### src/logic/pu_cfg_pkg.sv
package pu_cfg_pkg;

  // Bus geometry, only the low address bits are decoded
  localparam int unsigned CFG_ADDR_W  = 7;
  localparam int unsigned CFG_DATA_W  = 32;
  localparam int unsigned CFG_STRB_W  = CFG_DATA_W / 8;

  // Two bits per domain fill one 32-bit policy word
  localparam int unsigned MAX_DOMAINS = 16;

  // Register map
  localparam logic [CFG_ADDR_W-1:0] CTRL_OFFSET = 7'h00;
  localparam logic [CFG_ADDR_W-1:0] POLICY_BASE = 7'h40;

  // AXI response codes
  localparam logic [1:0] RESP_OKAY   = 2'b00;
  localparam logic [1:0] RESP_SLVERR = 2'b10;

  // Returned on every rejected read
  localparam logic [CFG_DATA_W-1:0] RD_ERR_DATA = 32'hBA5E_1E55;

  // Which register an address selects
  typedef enum logic [1:0] {
    KIND_NONE   = 2'd0,
    KIND_CTRL   = 2'd1,
    KIND_POLICY = 2'd2
  } reg_kind_e;

  // Access rights of one domain, read above write
  typedef struct packed {
    logic rd;
    logic wr;
  } policy_entry_t;

  // One policy word seen as bus bytes or as per-domain entries
  typedef union packed {
    logic [CFG_STRB_W-1:0][7:0]        bytes;
    policy_entry_t [MAX_DOMAINS-1:0]   entries;
  } policy_word_u;

endpackage
### src/logic/reg_access_if.sv
`timescale 1ns/1ps

interface reg_access_if #(
  parameter int unsigned NUM_REGIONS = 2
);
  import pu_cfg_pkg::*;

  localparam int unsigned REGION_W = (NUM_REGIONS > 1) ? $clog2(NUM_REGIONS) : 1;

  // Write side, one strobe per granted write
  logic                  wr_en;
  reg_kind_e             wr_kind;
  logic [REGION_W-1:0]   wr_region;
  logic [CFG_STRB_W-1:0] wr_strb;
  logic [CFG_DATA_W-1:0] wr_data;

  // Read side, data comes back in the same cycle
  reg_kind_e             rd_kind;
  logic [REGION_W-1:0]   rd_region;
  logic [CFG_DATA_W-1:0] rd_data;

  modport wr_port (output wr_en, wr_kind, wr_region, wr_strb, wr_data);
  modport rd_port (output rd_kind, rd_region, input rd_data);
  modport regs (
    input  wr_en, wr_kind, wr_region, wr_strb, wr_data, rd_kind, rd_region,
    output rd_data
  );

endinterface

### src/logic/protection_cfg_top.sv
`timescale 1ns/1ps

module protection_cfg_top #(
  parameter int unsigned NUM_REGIONS    = 2,
  parameter int unsigned NUM_DOMAINS    = 2,
  parameter bit          PRIV_PROT_ONLY = 1'b0,
  parameter bit          SECU_PROT_ONLY = 1'b0
) (
  input  logic                              clk_i,
  input  logic                              reset_i,
  // AW and W channels
  input  logic                              aw_valid_i,
  output logic                              aw_ready_o,
  input  logic [pu_cfg_pkg::CFG_ADDR_W-1:0] aw_addr_i,
  input  logic [2:0]                        aw_prot_i,
  input  logic                              w_valid_i,
  output logic                              w_ready_o,
  input  logic [pu_cfg_pkg::CFG_DATA_W-1:0] w_data_i,
  input  logic [pu_cfg_pkg::CFG_STRB_W-1:0] w_strb_i,
  // B channel
  output logic                              b_valid_o,
  input  logic                              b_ready_i,
  output logic [1:0]                        b_resp_o,
  // AR channel
  input  logic                              ar_valid_i,
  output logic                              ar_ready_o,
  input  logic [pu_cfg_pkg::CFG_ADDR_W-1:0] ar_addr_i,
  input  logic [2:0]                        ar_prot_i,
  // R channel
  output logic                              r_valid_o,
  input  logic                              r_ready_i,
  output logic [pu_cfg_pkg::CFG_DATA_W-1:0] r_data_o,
  output logic [1:0]                        r_resp_o,
  // Configuration outputs
  output logic [pu_cfg_pkg::CFG_DATA_W-1:0] ctrl_o,
  output pu_cfg_pkg::policy_entry_t [NUM_REGIONS-1:0][NUM_DOMAINS-1:0] policy_o
);

  reg_access_if #(.NUM_REGIONS(NUM_REGIONS)) cfg_bus ();

  cfg_write_channel #(
    .NUM_REGIONS    (NUM_REGIONS),
    .PRIV_PROT_ONLY (PRIV_PROT_ONLY),
    .SECU_PROT_ONLY (SECU_PROT_ONLY)
  ) u_wr_chan (
    .clk_i, .reset_i, .aw_valid_i, .aw_addr_i, .aw_prot_i, .w_valid_i, .w_data_i, .w_strb_i,
    .aw_ready_o, .w_ready_o, .b_valid_o, .b_resp_o, .b_ready_i,
    .bus (cfg_bus.wr_port)
  );

  cfg_read_channel #(
    .NUM_REGIONS    (NUM_REGIONS),
    .PRIV_PROT_ONLY (PRIV_PROT_ONLY),
    .SECU_PROT_ONLY (SECU_PROT_ONLY)
  ) u_rd_chan (
    .clk_i, .reset_i, .ar_valid_i, .ar_addr_i, .ar_prot_i,
    .ar_ready_o, .r_valid_o, .r_data_o, .r_resp_o, .r_ready_i,
    .bus (cfg_bus.rd_port)
  );

  policy_reg_file #(
    .NUM_REGIONS (NUM_REGIONS),
    .NUM_DOMAINS (NUM_DOMAINS)
  ) u_regs (
    .clk_i, .reset_i,
    .bus (cfg_bus.regs),
    .ctrl_o, .policy_o
  );

endmodule

### src/logic/policy_reg_file.sv
`timescale 1ns/1ps

module policy_reg_file #(
  parameter int unsigned NUM_REGIONS = 2,
  parameter int unsigned NUM_DOMAINS = 2
) (
  input  logic                                         clk_i,
  input  logic                                         reset_i,
  reg_access_if.regs                                   bus,
  output logic [pu_cfg_pkg::CFG_DATA_W-1:0]            ctrl_o,
  output pu_cfg_pkg::policy_entry_t [NUM_REGIONS-1:0][NUM_DOMAINS-1:0] policy_o
);
  import pu_cfg_pkg::*;

  logic [CFG_DATA_W-1:0] ctrl_q;
  logic [CFG_DATA_W-1:0] ctrl_merged;
  policy_word_u          policy_q [NUM_REGIONS];
  policy_word_u          pol_merged;

  // Control word with strobed bytes replaced
  always_comb
  begin
    ctrl_merged = ctrl_q;
    for (int b = 0; b < CFG_STRB_W; b++)
    begin
      if (bus.wr_strb[b])
        ctrl_merged[8*b +: 8] = bus.wr_data[8*b +: 8];
    end
  end

  // Policy word merged by byte, then trimmed by domain
  always_comb
  begin
    pol_merged = policy_q[bus.wr_region];
    for (int b = 0; b < CFG_STRB_W; b++)
    begin
      if (bus.wr_strb[b])
        pol_merged.bytes[b] = bus.wr_data[8*b +: 8];
    end
    // Entries of domains that do not exist read back as zero
    for (int d = NUM_DOMAINS; d < MAX_DOMAINS; d++)
      pol_merged.entries[d] = '0;
  end

  always_ff @(posedge clk_i)
  begin
    if (reset_i)
    begin
      ctrl_q <= '0;
      for (int r = 0; r < NUM_REGIONS; r++)
        policy_q[r] <= '0;
    end
    else if (bus.wr_en)
    begin
      case (bus.wr_kind)
        KIND_CTRL:   ctrl_q <= ctrl_merged;
        KIND_POLICY: policy_q[bus.wr_region] <= pol_merged;
        default:     ;
      endcase
    end
  end

  // Read mux, unmapped kinds give zero and the channel substitutes the error word
  always_comb
  begin
    bus.rd_data = '0;
    case (bus.rd_kind)
      KIND_CTRL:   bus.rd_data = ctrl_q;
      KIND_POLICY: bus.rd_data = policy_q[bus.rd_region];
      default:     bus.rd_data = '0;
    endcase
  end

  assign ctrl_o = ctrl_q;

  // Only the configured domains leave the block
  for (genvar r = 0; r < NUM_REGIONS; r++)
  begin : gen_policy_out
    assign policy_o[r] = policy_q[r].entries[NUM_DOMAINS-1:0];
  end

  // Write decoder never grants a policy write past the last region
  assert property (@(posedge clk_i) disable iff (reset_i)
    (bus.wr_en && bus.wr_kind == KIND_POLICY) |-> (bus.wr_region < NUM_REGIONS));

endmodule

### src/logic/cfg_read_channel.sv
`timescale 1ns/1ps

module cfg_read_channel #(
  parameter int unsigned NUM_REGIONS    = 2,
  parameter bit          PRIV_PROT_ONLY = 1'b0,
  parameter bit          SECU_PROT_ONLY = 1'b0
) (
  input  logic                              clk_i,
  input  logic                              reset_i,
  input  logic                              ar_valid_i,
  input  logic [pu_cfg_pkg::CFG_ADDR_W-1:0] ar_addr_i,
  input  logic [2:0]                        ar_prot_i,
  output logic                              ar_ready_o,
  output logic                              r_valid_o,
  output logic [pu_cfg_pkg::CFG_DATA_W-1:0] r_data_o,
  output logic [1:0]                        r_resp_o,
  input  logic                              r_ready_i,
  reg_access_if.rd_port                     bus
);
  import pu_cfg_pkg::*;

  logic ready_en_q;
  logic slot_full_q;
  logic accept;
  logic dec_ok;

  cfg_addr_decoder #(
    .NUM_REGIONS    (NUM_REGIONS),
    .PRIV_PROT_ONLY (PRIV_PROT_ONLY),
    .SECU_PROT_ONLY (SECU_PROT_ONLY)
  ) u_ar_dec (
    .addr_i   (ar_addr_i),
    .prot_i   (ar_prot_i),
    .kind_o   (bus.rd_kind),
    .region_o (bus.rd_region),
    .ok_o     (dec_ok)
  );

  // Keeps ar_ready low through the first cycle after reset
  always_ff @(posedge clk_i)
  begin
    if (reset_i)
      ready_en_q <= 1'b0;
    else
      ready_en_q <= 1'b1;
  end

  assign ar_ready_o = ready_en_q && !slot_full_q;
  assign accept     = ar_ready_o && ar_valid_i;

  always_ff @(posedge clk_i)
  begin
    if (reset_i)
      slot_full_q <= 1'b0;
    else if (accept)
      slot_full_q <= 1'b1;
    else if (r_ready_i)
      slot_full_q <= 1'b0;
  end

  // Data is sampled at acceptance, later writes do not leak in
  always_ff @(posedge clk_i)
  begin
    if (accept)
    begin
      r_data_o <= dec_ok ? bus.rd_data : RD_ERR_DATA;
      r_resp_o <= dec_ok ? RESP_OKAY : RESP_SLVERR;
    end
  end

  assign r_valid_o = slot_full_q;

  // A waiting R beat keeps its payload until taken
  assert property (@(posedge clk_i) disable iff (reset_i)
    (r_valid_o && !r_ready_i) |=> (r_valid_o && $stable(r_data_o) && $stable(r_resp_o)));

endmodule

### src/logic/cfg_write_channel.sv
`timescale 1ns/1ps

module cfg_write_channel #(
  parameter int unsigned NUM_REGIONS    = 2,
  parameter bit          PRIV_PROT_ONLY = 1'b0,
  parameter bit          SECU_PROT_ONLY = 1'b0
) (
  input  logic                              clk_i,
  input  logic                              reset_i,
  input  logic                              aw_valid_i,
  input  logic [pu_cfg_pkg::CFG_ADDR_W-1:0] aw_addr_i,
  input  logic [2:0]                        aw_prot_i,
  input  logic                              w_valid_i,
  input  logic [pu_cfg_pkg::CFG_DATA_W-1:0] w_data_i,
  input  logic [pu_cfg_pkg::CFG_STRB_W-1:0] w_strb_i,
  output logic                              aw_ready_o,
  output logic                              w_ready_o,
  output logic                              b_valid_o,
  output logic [1:0]                        b_resp_o,
  input  logic                              b_ready_i,
  reg_access_if.wr_port                     bus
);
  import pu_cfg_pkg::*;

  logic ready_en_q;
  logic slot_full_q;
  logic accept;
  logic dec_ok;

  cfg_addr_decoder #(
    .NUM_REGIONS    (NUM_REGIONS),
    .PRIV_PROT_ONLY (PRIV_PROT_ONLY),
    .SECU_PROT_ONLY (SECU_PROT_ONLY)
  ) u_aw_dec (
    .addr_i   (aw_addr_i),
    .prot_i   (aw_prot_i),
    .kind_o   (bus.wr_kind),
    .region_o (bus.wr_region),
    .ok_o     (dec_ok)
  );

  // Readies come up one edge after reset is released
  always_ff @(posedge clk_i)
  begin
    if (reset_i)
      ready_en_q <= 1'b0;
    else
      ready_en_q <= 1'b1;
  end

  // Address and data are taken together, only into an empty slot
  assign accept     = ready_en_q && !slot_full_q && aw_valid_i && w_valid_i;
  assign aw_ready_o = accept;
  assign w_ready_o  = accept;

  // Registers only see permitted writes to mapped words
  assign bus.wr_en   = accept && dec_ok;
  assign bus.wr_strb = w_strb_i;
  assign bus.wr_data = w_data_i;

  // Slot fills on accept, empties when the master takes B
  always_ff @(posedge clk_i)
  begin
    if (reset_i)
      slot_full_q <= 1'b0;
    else if (accept)
      slot_full_q <= 1'b1;
    else if (b_ready_i)
      slot_full_q <= 1'b0;
  end

  always_ff @(posedge clk_i)
  begin
    if (accept)
      b_resp_o <= dec_ok ? RESP_OKAY : RESP_SLVERR;
  end

  assign b_valid_o = slot_full_q;

  // Held B response must not move under back-pressure
  assert property (@(posedge clk_i) disable iff (reset_i)
    (b_valid_o && !b_ready_i) |=> (b_valid_o && $stable(b_resp_o)));

endmodule

### src/logic/cfg_addr_decoder.sv
`timescale 1ns/1ps

module cfg_addr_decoder #(
  parameter int unsigned NUM_REGIONS    = 2,
  parameter bit          PRIV_PROT_ONLY = 1'b0,
  parameter bit          SECU_PROT_ONLY = 1'b0,
  localparam int unsigned REGION_W      = (NUM_REGIONS > 1) ? $clog2(NUM_REGIONS) : 1
) (
  input  logic [pu_cfg_pkg::CFG_ADDR_W-1:0] addr_i,
  input  logic [2:0]                        prot_i,
  output pu_cfg_pkg::reg_kind_e             kind_o,
  output logic [REGION_W-1:0]               region_o,
  output logic                              ok_o
);
  import pu_cfg_pkg::*;

  // Word index, the byte lanes are not part of the decode
  localparam int unsigned WORD_W = CFG_ADDR_W - 2;

  logic [WORD_W-1:0] word_idx;
  logic [WORD_W-1:0] pol_off;
  logic              ctrl_hit;
  logic              policy_hit;
  logic              prot_ok;

  assign word_idx = addr_i[CFG_ADDR_W-1:2];
  // Offset in words from policy word 0
  assign pol_off  = word_idx - POLICY_BASE[CFG_ADDR_W-1:2];

  assign ctrl_hit   = (word_idx == CTRL_OFFSET[CFG_ADDR_W-1:2]);
  assign policy_hit = (word_idx >= POLICY_BASE[CFG_ADDR_W-1:2]) &&
                      (pol_off < WORD_W'(NUM_REGIONS));

  // Privileged needs prot[0], secure needs prot[1]
  assign prot_ok = (!PRIV_PROT_ONLY || prot_i[0]) && (!SECU_PROT_ONLY || prot_i[1]);

  always_comb
  begin
    kind_o = KIND_NONE;
    if (ctrl_hit)
      kind_o = KIND_CTRL;
    else if (policy_hit)
      kind_o = KIND_POLICY;
  end

  assign region_o = pol_off[REGION_W-1:0];
  assign ok_o     = (kind_o != KIND_NONE) && prot_ok;

endmodule

### config.mk
export PLATFORM = sky130hd
export DESIGN_NAME = protection_cfg_top
export DESIGN_NICKNAME = d
export VERILOG_FILES = /design/src/logic/pu_cfg_pkg.sv /design/src/logic/reg_access_if.sv /design/src/logic/protection_cfg_top.sv /design/src/logic/policy_reg_file.sv /design/src/logic/cfg_read_channel.sv /design/src/logic/cfg_write_channel.sv /design/src/logic/cfg_addr_decoder.sv
export SDC_FILE = /design/constraint.sdc
export NUM_CORES = 1
export LEC_CHECK = 0
export ABC_AREA = 1
export BUFFER_PORTS_ARGS = -buffer_cell sky130_fd_sc_hd__clkbuf_2
export CORE_MARGIN = 5
export CORE_UTILIZATION = 53
export CTS_BUF_LIST = sky130_fd_sc_hd__clkbuf_4 sky130_fd_sc_hd__clkbuf_8
export DETAILED_ROUTE_END_ITERATION = 6
export PLACE_DENSITY = 0.87
export SKIP_LAST_GASP = 1
export SYNTH_ARGS = -nofsm -noshare
export SYNTH_HDL_FRONTEND = slang
export SYNTH_SLANG_ARGS = --single-unit
### constraint.sdc
create_clock -name clk_i -period 4.1 [get_ports clk_i]
set_clock_uncertainty 0.15 [all_clocks]
set_input_delay 0.41 -clock clk_i [delete_from_list [all_inputs] [get_ports clk_i]]
set_output_delay 0.41 -clock clk_i [all_outputs]
set_load 0.02 [all_outputs]
==> impl_metrics.json, run 1 <==
{
  "tightest_slew_ns": 0.9837,
  "antenna_found_initial": 0,
  "min_period_ns": 1.979,
  "p_per_area_nw_per_um2": 398.9,
  "grt_overflow": 0,
  "synthDistinctLibCells": 24,
  "synth_top_area_share_pct": 37.18,
  "drtIter0Drc": 173,
  "fp.dieH_um": 90,
  "place_inst": 581,
  "rsz0062_at_grt": "false",
  "start_util_pct": 54.04,
  "coreArea_sq_um": 6277,
  "synthCells": 384,
  "htree_levels": 3,
  "wirelength_um": 8264,
  "synth_most_common_cell": "nor2_1",
  "ys_warn_count": 0,
  "fin_cells": 597,
  "ios": 144,
  "ir_worst_vdd_mv": 0.3235,
  "arrival_ns": 1.83,
  "via_per_inst": 4.884,
  "cp_slowest_stage_delay_ns": 0.77,
  "crit_buf_inv": 2,
  "clockRootBuffer": "clkbuf_8",
  "final_nets": 578,
  "hold_path_class": "in -> reg",
  "port_buffers": 131,
  "num_rows": 29,
  "outcome": "finished clean",
  "finalHoldViolCount": 0,
  "fmax_ghz": 0.5052,
  "finalSetupTns_ns": 0,
  "synth_flop_cell": "edfxtp_1",
  "cp_max_fo": 35,
  "synth_edf_count": 42,
  "cp_slowest_cell": "clkinv_1",
  "synth-seq-cells": 77,
  "cap_violations": 0,
  "cts.sinks": 77,
  "post_drt_wl_per_cell_um": 13.84,
  "synthTopCellsByArea": "edfxtp_1, dfxtp_1, nor2_1",
  "grt_usage_pct": 20.20,
  "post-cts-setup-buffers": 0,
  "num_vias": 2916,
  "cp.required_ns": 3.95,
  "p_total_uw": 1725,
  "clkSlewWorstSetupHoldPaths_ns": 0.08,
  "leakage_uw": 0.001964,
  "gp_congestion": 0.8034,
  "grt_max_degree": 36,
  "dp_hpwl_um": 6146,
  "dieArea_sq_um": 8100,
  "maxSlewViolCount": 0,
  "postRouteAntennaNets": 0,
  "syn_to_final_growth_pct": 27.52,
  "seq_area_frac_synth_pct": 57.84,
  "setup_viol": 0,
  "synth_area_sq_um": 3392,
  "fin_crit_sh_pct": 48.28,
  "first_pass_iters": 5,
  "cts_tree": "yes",
  "clock_path_buffers": 2,
  "slew-limit-headroom_pct": 34.02,
  "final_util_pct": 68.91,
  "cp-end-kind": "flop",
  "die_w_um": 90,
  "cts_made_buffers": 9,
  "cts_resized": 0,
  "n_antenna_cell": 0,
  "drc": 0,
  "crit_type": "in -> reg",
  "clock_latency_ns": 0.33,
  "synth_top_area_cell": "edfxtp_1",
  "cp_cell_sequence": "clkbuf_2 -> clkinv_1 -> nand2_1",
  "synthArstFlopShare_pct": 0,
  "synth_common_cells": "nor2_1, nand2_1, inv_1, edfxtp_1, dfxtp_1",
  "worst_setup_path_start_kind": "input port",
  "hold_buffers": 0,
  "crit_family": "buffers and inverters",
  "timing.hold.ws_ns": 0.1549,
  "avgSynthCellArea_sq_um": 8.833,
  "drive_above_1_share_pct": 32.88,
  "grt_pass1_vias": 2948,
  "grt_pass1_wl_um": 13530
}
## power by group
| part | total (uW) | internal [uW] | leakage, uW | switching (uW) |
|---|---|---|---|---|
| Combinational | 139 | 46.3 | 0.00117 | 92.9 |
| Clock | 749 | 470 | 0.000134 | 279 |
| Sequential | 837 | 830 | 0.000661 | 6.80 |
| Total | 1730 | 1350 | 0.00196 | 379 |
## worst paths after layout
| kind | slack (ns) | depth (start not counted) | start | end |
|---|---|---|---|---|
| min | 0.15 | 2 | reset_i | u_rd_chan.r_valid_o |
| max | 2.12 | 3 | reset_i | u_regs.policy_q[1][3] |
| max reg2reg | 2.26 | 5 | u_wr_chan.b_valid_o | u_regs.policy_q[1][3] |
| min reg2reg | 0.34 | 2 | u_rd_chan.r_valid_o | u_rd_chan.r_valid_o |
## per-layer routing
metal	wire length, um	GRT usage, %
met5	0	0
met4	180	10.30
met3	742	4.674
met2	4168	34.39
met1	3173	23.67
## registers in the layout, summed over array words and instances (netlist names)
| name | count |
|---|---|
| u_rd_chan.r_valid_o | 1 |
| u_regs.policy_q | 8 |
| u_regs.ctrl_o | 32 |
| u_rd_chan.r_data_o | 32 |
| u_rd_chan.ready_en_q | 1 |
| u_rd_chan.r_resp_o | 1 |
| u_wr_chan.b_valid_o | 1 |
| u_wr_chan.b_resp_o | 1 |
## placed cells by master, fill, tap and decap left out, types with 2 or more instances in the layout
cell	count
a21oi_1	5
bufinv_16	4
clkbuf_2	131
clkbuf_8	9
clkinv_4	2
conb_1	2
dfxtp_1	35
edfxtp_1	42
inv_1	58
inv_2	2
mux2i_1	2
nand2_1	77
nand2_2	2
nand3_1	33
nand3_4	3
nor2_1	91
nor2_2	2
nor2_4	7
nor3_2	3
nor3_4	2
o21ai_0	2
## logic make-up after synthesis
| logic type | synth area share, % |
|---|---|
| AO/OA/AOI/OAI | 1.217 |
| buffers and inverters | 9.701 |
| multiplexers | 0.5902 |
| AND/OR/NAND/NOR | 30.54 |
| other | 0.1106 |
| flip-flops | 57.84 |
## cell type report
class,instances,area [sq um]
clock buffers,9,123.9
inverters,61,229.0
well taps,77,96.34
multi-input cells,234,1105
fillers,536,1952
repair buffers,132,663.1
clock inverters,7,146.4
flip-flops and latches,77,1962
## metrics by stage
stage	worst slack, ns	instance area, sq um
global route	1.915	4325
CTS	2.123	4325
global placement	1.815	4055
floorplan	2.040	3396
detailed placement	1.751	4055
finish	2.121	4325
Power figures use the tool's default switching activity.
==> run 2, diff against run 1 <==
--- a/config.mk
+++ b/config.mk
@@ -8,10 +8,10 @@
 export ABC_AREA = 1
 export BUFFER_PORTS_ARGS = -buffer_cell sky130_fd_sc_hd__clkbuf_2
 export CORE_MARGIN = 5
-export CORE_UTILIZATION = 53
+export CORE_UTILIZATION = 49
 export CTS_BUF_LIST = sky130_fd_sc_hd__clkbuf_4 sky130_fd_sc_hd__clkbuf_8
 export DETAILED_ROUTE_END_ITERATION = 6
-export PLACE_DENSITY = 0.87
+export PLACE_DENSITY = 0.82
 export SKIP_LAST_GASP = 1
 export SYNTH_ARGS = -nofsm -noshare
 export SYNTH_HDL_FRONTEND = slang
==> constraint.sdc (replaced) <==
create_clock -name clk_i -period 2 [get_ports clk_i]
set_clock_uncertainty 0.15 [all_clocks]
set_input_delay 0.2 -clock clk_i [delete_from_list [all_inputs] [get_ports clk_i]]
set_output_delay 0.2 -clock clk_i [all_outputs]
set_load 0.02 [all_outputs]
==> impl_metrics.json, run 2 (synthesis gave the netlist of run 1 again) <==
{
  "outcome": "finished clean",
  "slew-limit-headroom_pct": 60.66,
  "syn_to_final_growth_pct": 28.51,
  "n_antenna_cell": 0,
  "crit_family": "simple AND/OR/NAND/NOR gates",
  "leakage_uw": 0.001966,
  "grt_pass1_vias": 2832,
  "cp_cell_sequence": "inv_1 -> nand2_2 -> nor2_4 -> clkbuf_2",
  "crit_type": "reg -> out",
  "fp.dieH_um": 93.20,
  "setup_viol": 0,
  "crit_buf_inv": 2,
  "cts.sinks": 77,
  "post-cts-setup-buffers": 0,
  "arrival_ns": 1.31,
  "die_w_um": 93.20,
  "start_util_pct": 50.20,
  "ir_worst_vdd_mv": 0.3200,
  "postRouteAntennaNets": 0,
  "finalSetupTns_ns": 0,
  "cp_slowest_stage_delay_ns": 0.32,
  "fin_cells": 612,
  "p_per_area_nw_per_um2": 708.6,
  "clockRootBuffer": "clkbuf_8",
  "grt_max_degree": 34,
  "cp.required_ns": 1.65,
  "timing.hold.ws_ns": 0.01160,
  "htree_levels": 3,
  "rsz0062_at_grt": "false",
  "drc": 0,
  "wirelength_um": 8365,
  "clock_latency_ns": 0.35,
  "place_inst": 591,
  "clock_path_buffers": 2,
  "fmax_ghz": 0.6031,
  "cts_made_buffers": 9,
  "grt_usage_pct": 20.22,
  "dp_hpwl_um": 6341,
  "grt_overflow": 0,
  "hold_path_class": "in -> reg",
  "num_vias": 2839,
  "via_per_inst": 4.639,
  "min_period_ns": 1.658,
  "finalHoldViolCount": 0,
  "first_pass_iters": 4,
  "tightest_slew_ns": 0.5869,
  "grt_pass1_wl_um": 13670,
  "cp_max_fo": 8,
  "drtIter0Drc": 140,
  "maxSlewViolCount": 0,
  "cts_tree": "yes",
  "cap_violations": 0,
  "port_buffers": 131,
  "antenna_found_initial": 0,
  "final_cell_mix": "clkbuf_2, nor2_1, nand2_1",
  "drive_above_1_share_pct": 33.65,
  "coreArea_sq_um": 6756,
  "worst_setup_path_start_kind": "flop",
  "fin_crit_sh_pct": 82.90,
  "dieArea_sq_um": 8686,
  "num_rows": 30,
  "ios": 144,
  "gp_congestion": 0.8850,
  "cp-end-kind": "output pin",
  "final_nets": 590,
  "mostFrequentLayoutCell": "clkbuf_2",
  "post_drt_wl_per_cell_um": 13.67,
  "clkSlewWorstSetupHoldPaths_ns": 0.09,
  "cp_slowest_cell": "dfxtp_1"
}
==> run 2: cell count changes in the layout (fill, tap and decap cells not counted) <==
cell,change
clkinvlp_4,+4
buf_12,+1
dlygate4sd3_1,+5
inv_6,+1
buf_4,+6
inv_1,-1
bufinv_16,-4
==> run 2: area by class of cell <==
cell class                 instances  area [sq um]
clock inverter                     7         57.56
timing repair buffer             144         778.2
fill                             560          2397
clock buffer                       9         123.9
multi-input combinational        234          1105
tap                               80         100.1
inverter                          61         232.7
sequential                        77          1962
==> run 2: final timing paths <==
check	from	cells after the start	slack (ns)	to
worst max-delay path	u_wr_chan.b_valid_o	4	0.34	w_ready_o
worst min-delay path	w_data_i[10]	5	0.01	u_regs.ctrl_o[10]
worst max register to register	u_wr_chan.b_valid_o	5	0.43	u_regs.policy_q[0][3]
worst min register to register	u_regs.ctrl_o[6]	2	0.35	u_regs.ctrl_o[6]
==> run 2: power breakdown <==
group	total (uW)	internal, uW	switching, uW
Sequential	1710	1700	13.3
Combinational	304	108	196
Clock	1070	463	608
==> run 2: worst min-delay path, delay by kind of cell <==
kind,cells,cell delay [ns]
buffers and inverters,2,0.12
AND/OR/NAND/NOR,3,0.15
==> run 2: metal layers <==
metal | part of all wire [%] | up-vias | track usage [%] | wire (um)
li1 | - | 1465 | - | -
met1 | 41 | 1247 | 24.94 | 3444
met2 | 50 | 115 | 33.83 | 4181
met3 | 6.8 | 12 | 3.459 | 567
met4 | 2.1 | 0 | 10.74 | 172
met5 | 0 | - | 0 | 0
==> run 2: stage by stage <==
| stage | instance area (sq um) | setup WS (ns) | power, uW | utilization (%) |
|---|---|---|---|---|
| after floorplan | 3400 | 0.1851 | 1925 | - |
| after global placement | 4128 | 0.3973 | 2041 | 61.09 |
| after detailed placement | 4128 | 0.3246 | 2049 | 61.09 |
| after CTS | 4359 | 0.3379 | 3115 | 64.52 |
| after global routing | 4359 | 0.2673 | 3228 | 64.52 |
| final | 4359 | 0.3420 | 3089 | 64.52 |
==> run 2: repair_timing <==
| action | 4_1_cts | 5_1_grt |
|---|---|---|
| gates resized for setup | 0 | 0 |
| hold endpoints to repair | 4 | 0 |
| hold buffers | 5 | 0 |
==> run 3, diff against run 2 <==
--- a/config.mk
+++ b/config.mk
@@ -8,10 +8,10 @@
 export ABC_AREA = 1
 export BUFFER_PORTS_ARGS = -buffer_cell sky130_fd_sc_hd__clkbuf_2
 export CORE_MARGIN = 5
-export CORE_UTILIZATION = 49
+export CORE_UTILIZATION = 45
 export CTS_BUF_LIST = sky130_fd_sc_hd__clkbuf_4 sky130_fd_sc_hd__clkbuf_8
 export DETAILED_ROUTE_END_ITERATION = 6
-export PLACE_DENSITY = 0.82
+export PLACE_DENSITY = 0.79
 export SKIP_LAST_GASP = 1
 export SYNTH_ARGS = -nofsm -noshare
 export SYNTH_HDL_FRONTEND = slang
==> constraint.sdc (replaced) <==
create_clock -name clk_i -period 1.5 [get_ports clk_i]
set_clock_uncertainty 0.15 [all_clocks]
set_input_delay 0.15 -clock clk_i [delete_from_list [all_inputs] [get_ports clk_i]]
set_output_delay 0.15 -clock clk_i [all_outputs]
set_load 0.02 [all_outputs]
==> impl_metrics.json, run 3 (synthesis gave the netlist of run 1 again) <==
{
  "outcome": "complete, but fails checks",
  "violations": "setup timing",
  "timing.rr.start": "u_wr_chan.b_valid_o",
  "hold_end": "u_regs.ctrl_o[27]",
  "clock_path_buffers": 2,
  "wirelength_um": 9208,
  "preCtsSetupSlack_ns": 0.005426,
  "drc": 0,
  "gp_congestion": 0.8172,
  "die_w_um": 96.82,
  "grt_usage_pct": 20.31,
  "cp_slowest_cell": "dfxtp_4",
  "fp.dieH_um": 96.82,
  "cp_cell_sequence": "inv_4 -> nand2_4 -> buf_6 -> nor2_4 -> buf_6 -> buf_8",
  "leakage_uw": 0.002223,
  "fin_ws_ns": -0.05663,
  "r2r_slack_ns": -0.01,
  "clkSlewWorstSetupHoldPaths_ns": 0.09,
  "drive_above_1_share_pct": 36.49,
  "use_met3_pct": 5.396,
  "post_drt_wl_per_cell_um": 13.54,
  "grt_max_degree": 22,
  "port_buffers": 131,
  "grt_most_used_layer": "met2",
  "p_sw_share_pct": 27.12,
  "via_per_inst": 4.556,
  "setup_viol": 3,
  "finalHoldViolCount": 0,
  "min_period_ns": 1.557,
  "dieArea_sq_um": 9374,
  "reg2regPathDepth": 9,
  "met2_usage_pct": 34.50,
  "min_from": "w_strb_i[3]",
  "num_rows": 31,
  "grt_pass1_vias": 3163,
  "pwr-share-seq_pct": 53.0,
  "p_per_area_nw_per_um2": 866.5,
  "mostFrequentLayoutCell": "clkbuf_2",
  "dp_hpwl_um": 6707,
  "antenna_found_initial": 0,
  "crit_family": "buffers and inverters",
  "cap_violations": 0,
  "num_vias": 3098,
  "timing.hold.ws_ns": 0.04164,
  "ios": 144,
  "drtIter0Drc": 131,
  "hold_path_class": "in -> reg",
  "final_area_sq_um": 4977,
  "clkPwrFrac_pct": 34.6,
  "grt_pass1_wl_um": 15360,
  "crit_buf_inv": 4,
  "p_total_uw": 4313,
  "cp_max_fo": 3,
  "switchingPower_uw": 1170,
  "worst_setup_path_start_kind": "flop",
  "crit_type": "reg -> out",
  "cp-end-kind": "output pin",
  "final_nets": 639,
  "cts_tree": "yes",
  "maxSlewViolCount": 0,
  "crit_top_cell": "buf_6",
  "rsz0062_at_grt": "true",
  "finalSetupTns_ns": -0.1201,
  "ir_worst_vdd_mv": 0.3627,
  "whs_path_depth": 5,
  "power_frac_comb_pct": 12.3,
  "htree_levels": 3,
  "cp_slowest_stage_delay_ns": 0.36,
  "syn_to_final_growth_pct": 46.74,
  "postRouteAntennaNets": 0,
  "fill_cells": 620,
  "first_pass_iters": 5,
  "cp.required_ns": 1.20,
  "clock_latency_ns": 0.36,
  "coreArea_sq_um": 7292,
  "fin_crit_sh_pct": 103.8,
  "arrival_ns": 1.26,
  "cts.sinks": 77,
  "r2r-end": "u_regs.ctrl_o[6]",
  "fmax_ghz": 0.6424,
  "p_int_uw": 3143,
  "grt_overflow": 0,
  "n_antenna_cell": 0,
  "postPlaceCellArea_sq_um": 4305,
  "start_util_pct": 46.52,
  "final_cell_mix": "clkbuf_2, nor2_1, nand2_1",
  "cts_made_buffers": 9,
  "grt_use_met1_pct": 23.64,
  "clockRootBuffer": "clkbuf_8"
}
-- run 3: worst reg2reg max path, cell delays in order, from the launching register on --
cell,delay (ns)
dfxtp_4,0.36
inv_4,0.06
nand2_4,0.05
buf_6,0.12
nor2_4,0.09
buf_4,0.14
nand2_1,0.09
nor2_4,0.21
nor2_1,0.07
nor2_1,0.11
-- run 3: cell type report --
cell class                      instances  area (sq um)  area share, %
Tap cell                               99         123.9          2.489
Clock buffer                            9         123.9          2.489
Sequential cell                        77          1971          39.59
Inverter                               61         235.2          4.726
Timing Repair Buffer                  193          1295          26.02
Multi-Input combinational cell        234          1165          23.40
Clock inverter                          7         63.81          1.282
-- run 3: worst max path at each step --
stage	start	end	slack [ns]	cells after the start
global placement	aw_addr_i[3]	u_regs.policy_q[1][0]	0.04	6
detailed placement	aw_addr_i[3]	u_regs.policy_q[0][2]	0.005	6
CTS	u_wr_chan.b_valid_o	aw_ready_o	-0.11	6
global route	u_wr_chan.b_valid_o	u_regs.ctrl_o[9]	-0.13	9
floorplan	u_wr_chan.b_valid_o	u_regs.policy_q[0][0]	-0.08	5
finish	u_wr_chan.b_valid_o	aw_ready_o	-0.06	6
-- run 3: layer usage --
| layer | vias up | wire [um] |
|---|---|---|
| met1 | 1379 | 3728 |
| met4 | 0 | 265 |
| li1 | 1570 | - |
| met2 | 128 | 4642 |
| met3 | 21 | 572 |
| met5 | - | 0 |
-- run 3: repair_timing --
action                     in CTS  in global routing
setup buffers                   4                  3
pin swaps                       1                 11
hold endpoints to repair       40                  0
hold buffers                   37                  0
gates cloned                    0                  0
setup endpoints to repair       2                 42
resized for setup               6                 11
-- run 3: stage by stage --
step / utilization (%) / instances
final: 68.26 / 680
after global placement: 59.04 / 620
after floorplan: - / 385
after detailed placement: 59.04 / 620
after global routing: 68.26 / 680
after CTS: 67.45 / 677
-- run 3: power groups by stage --
stage,registers (uW),logic [uW],clock network (uW)
global placement,2330,422,0
detailed placement,2340,430,0
CTS,2290,520,1530
floorplan,2400,179,0
global route,2290,575,1630
finish,2290,532,1490
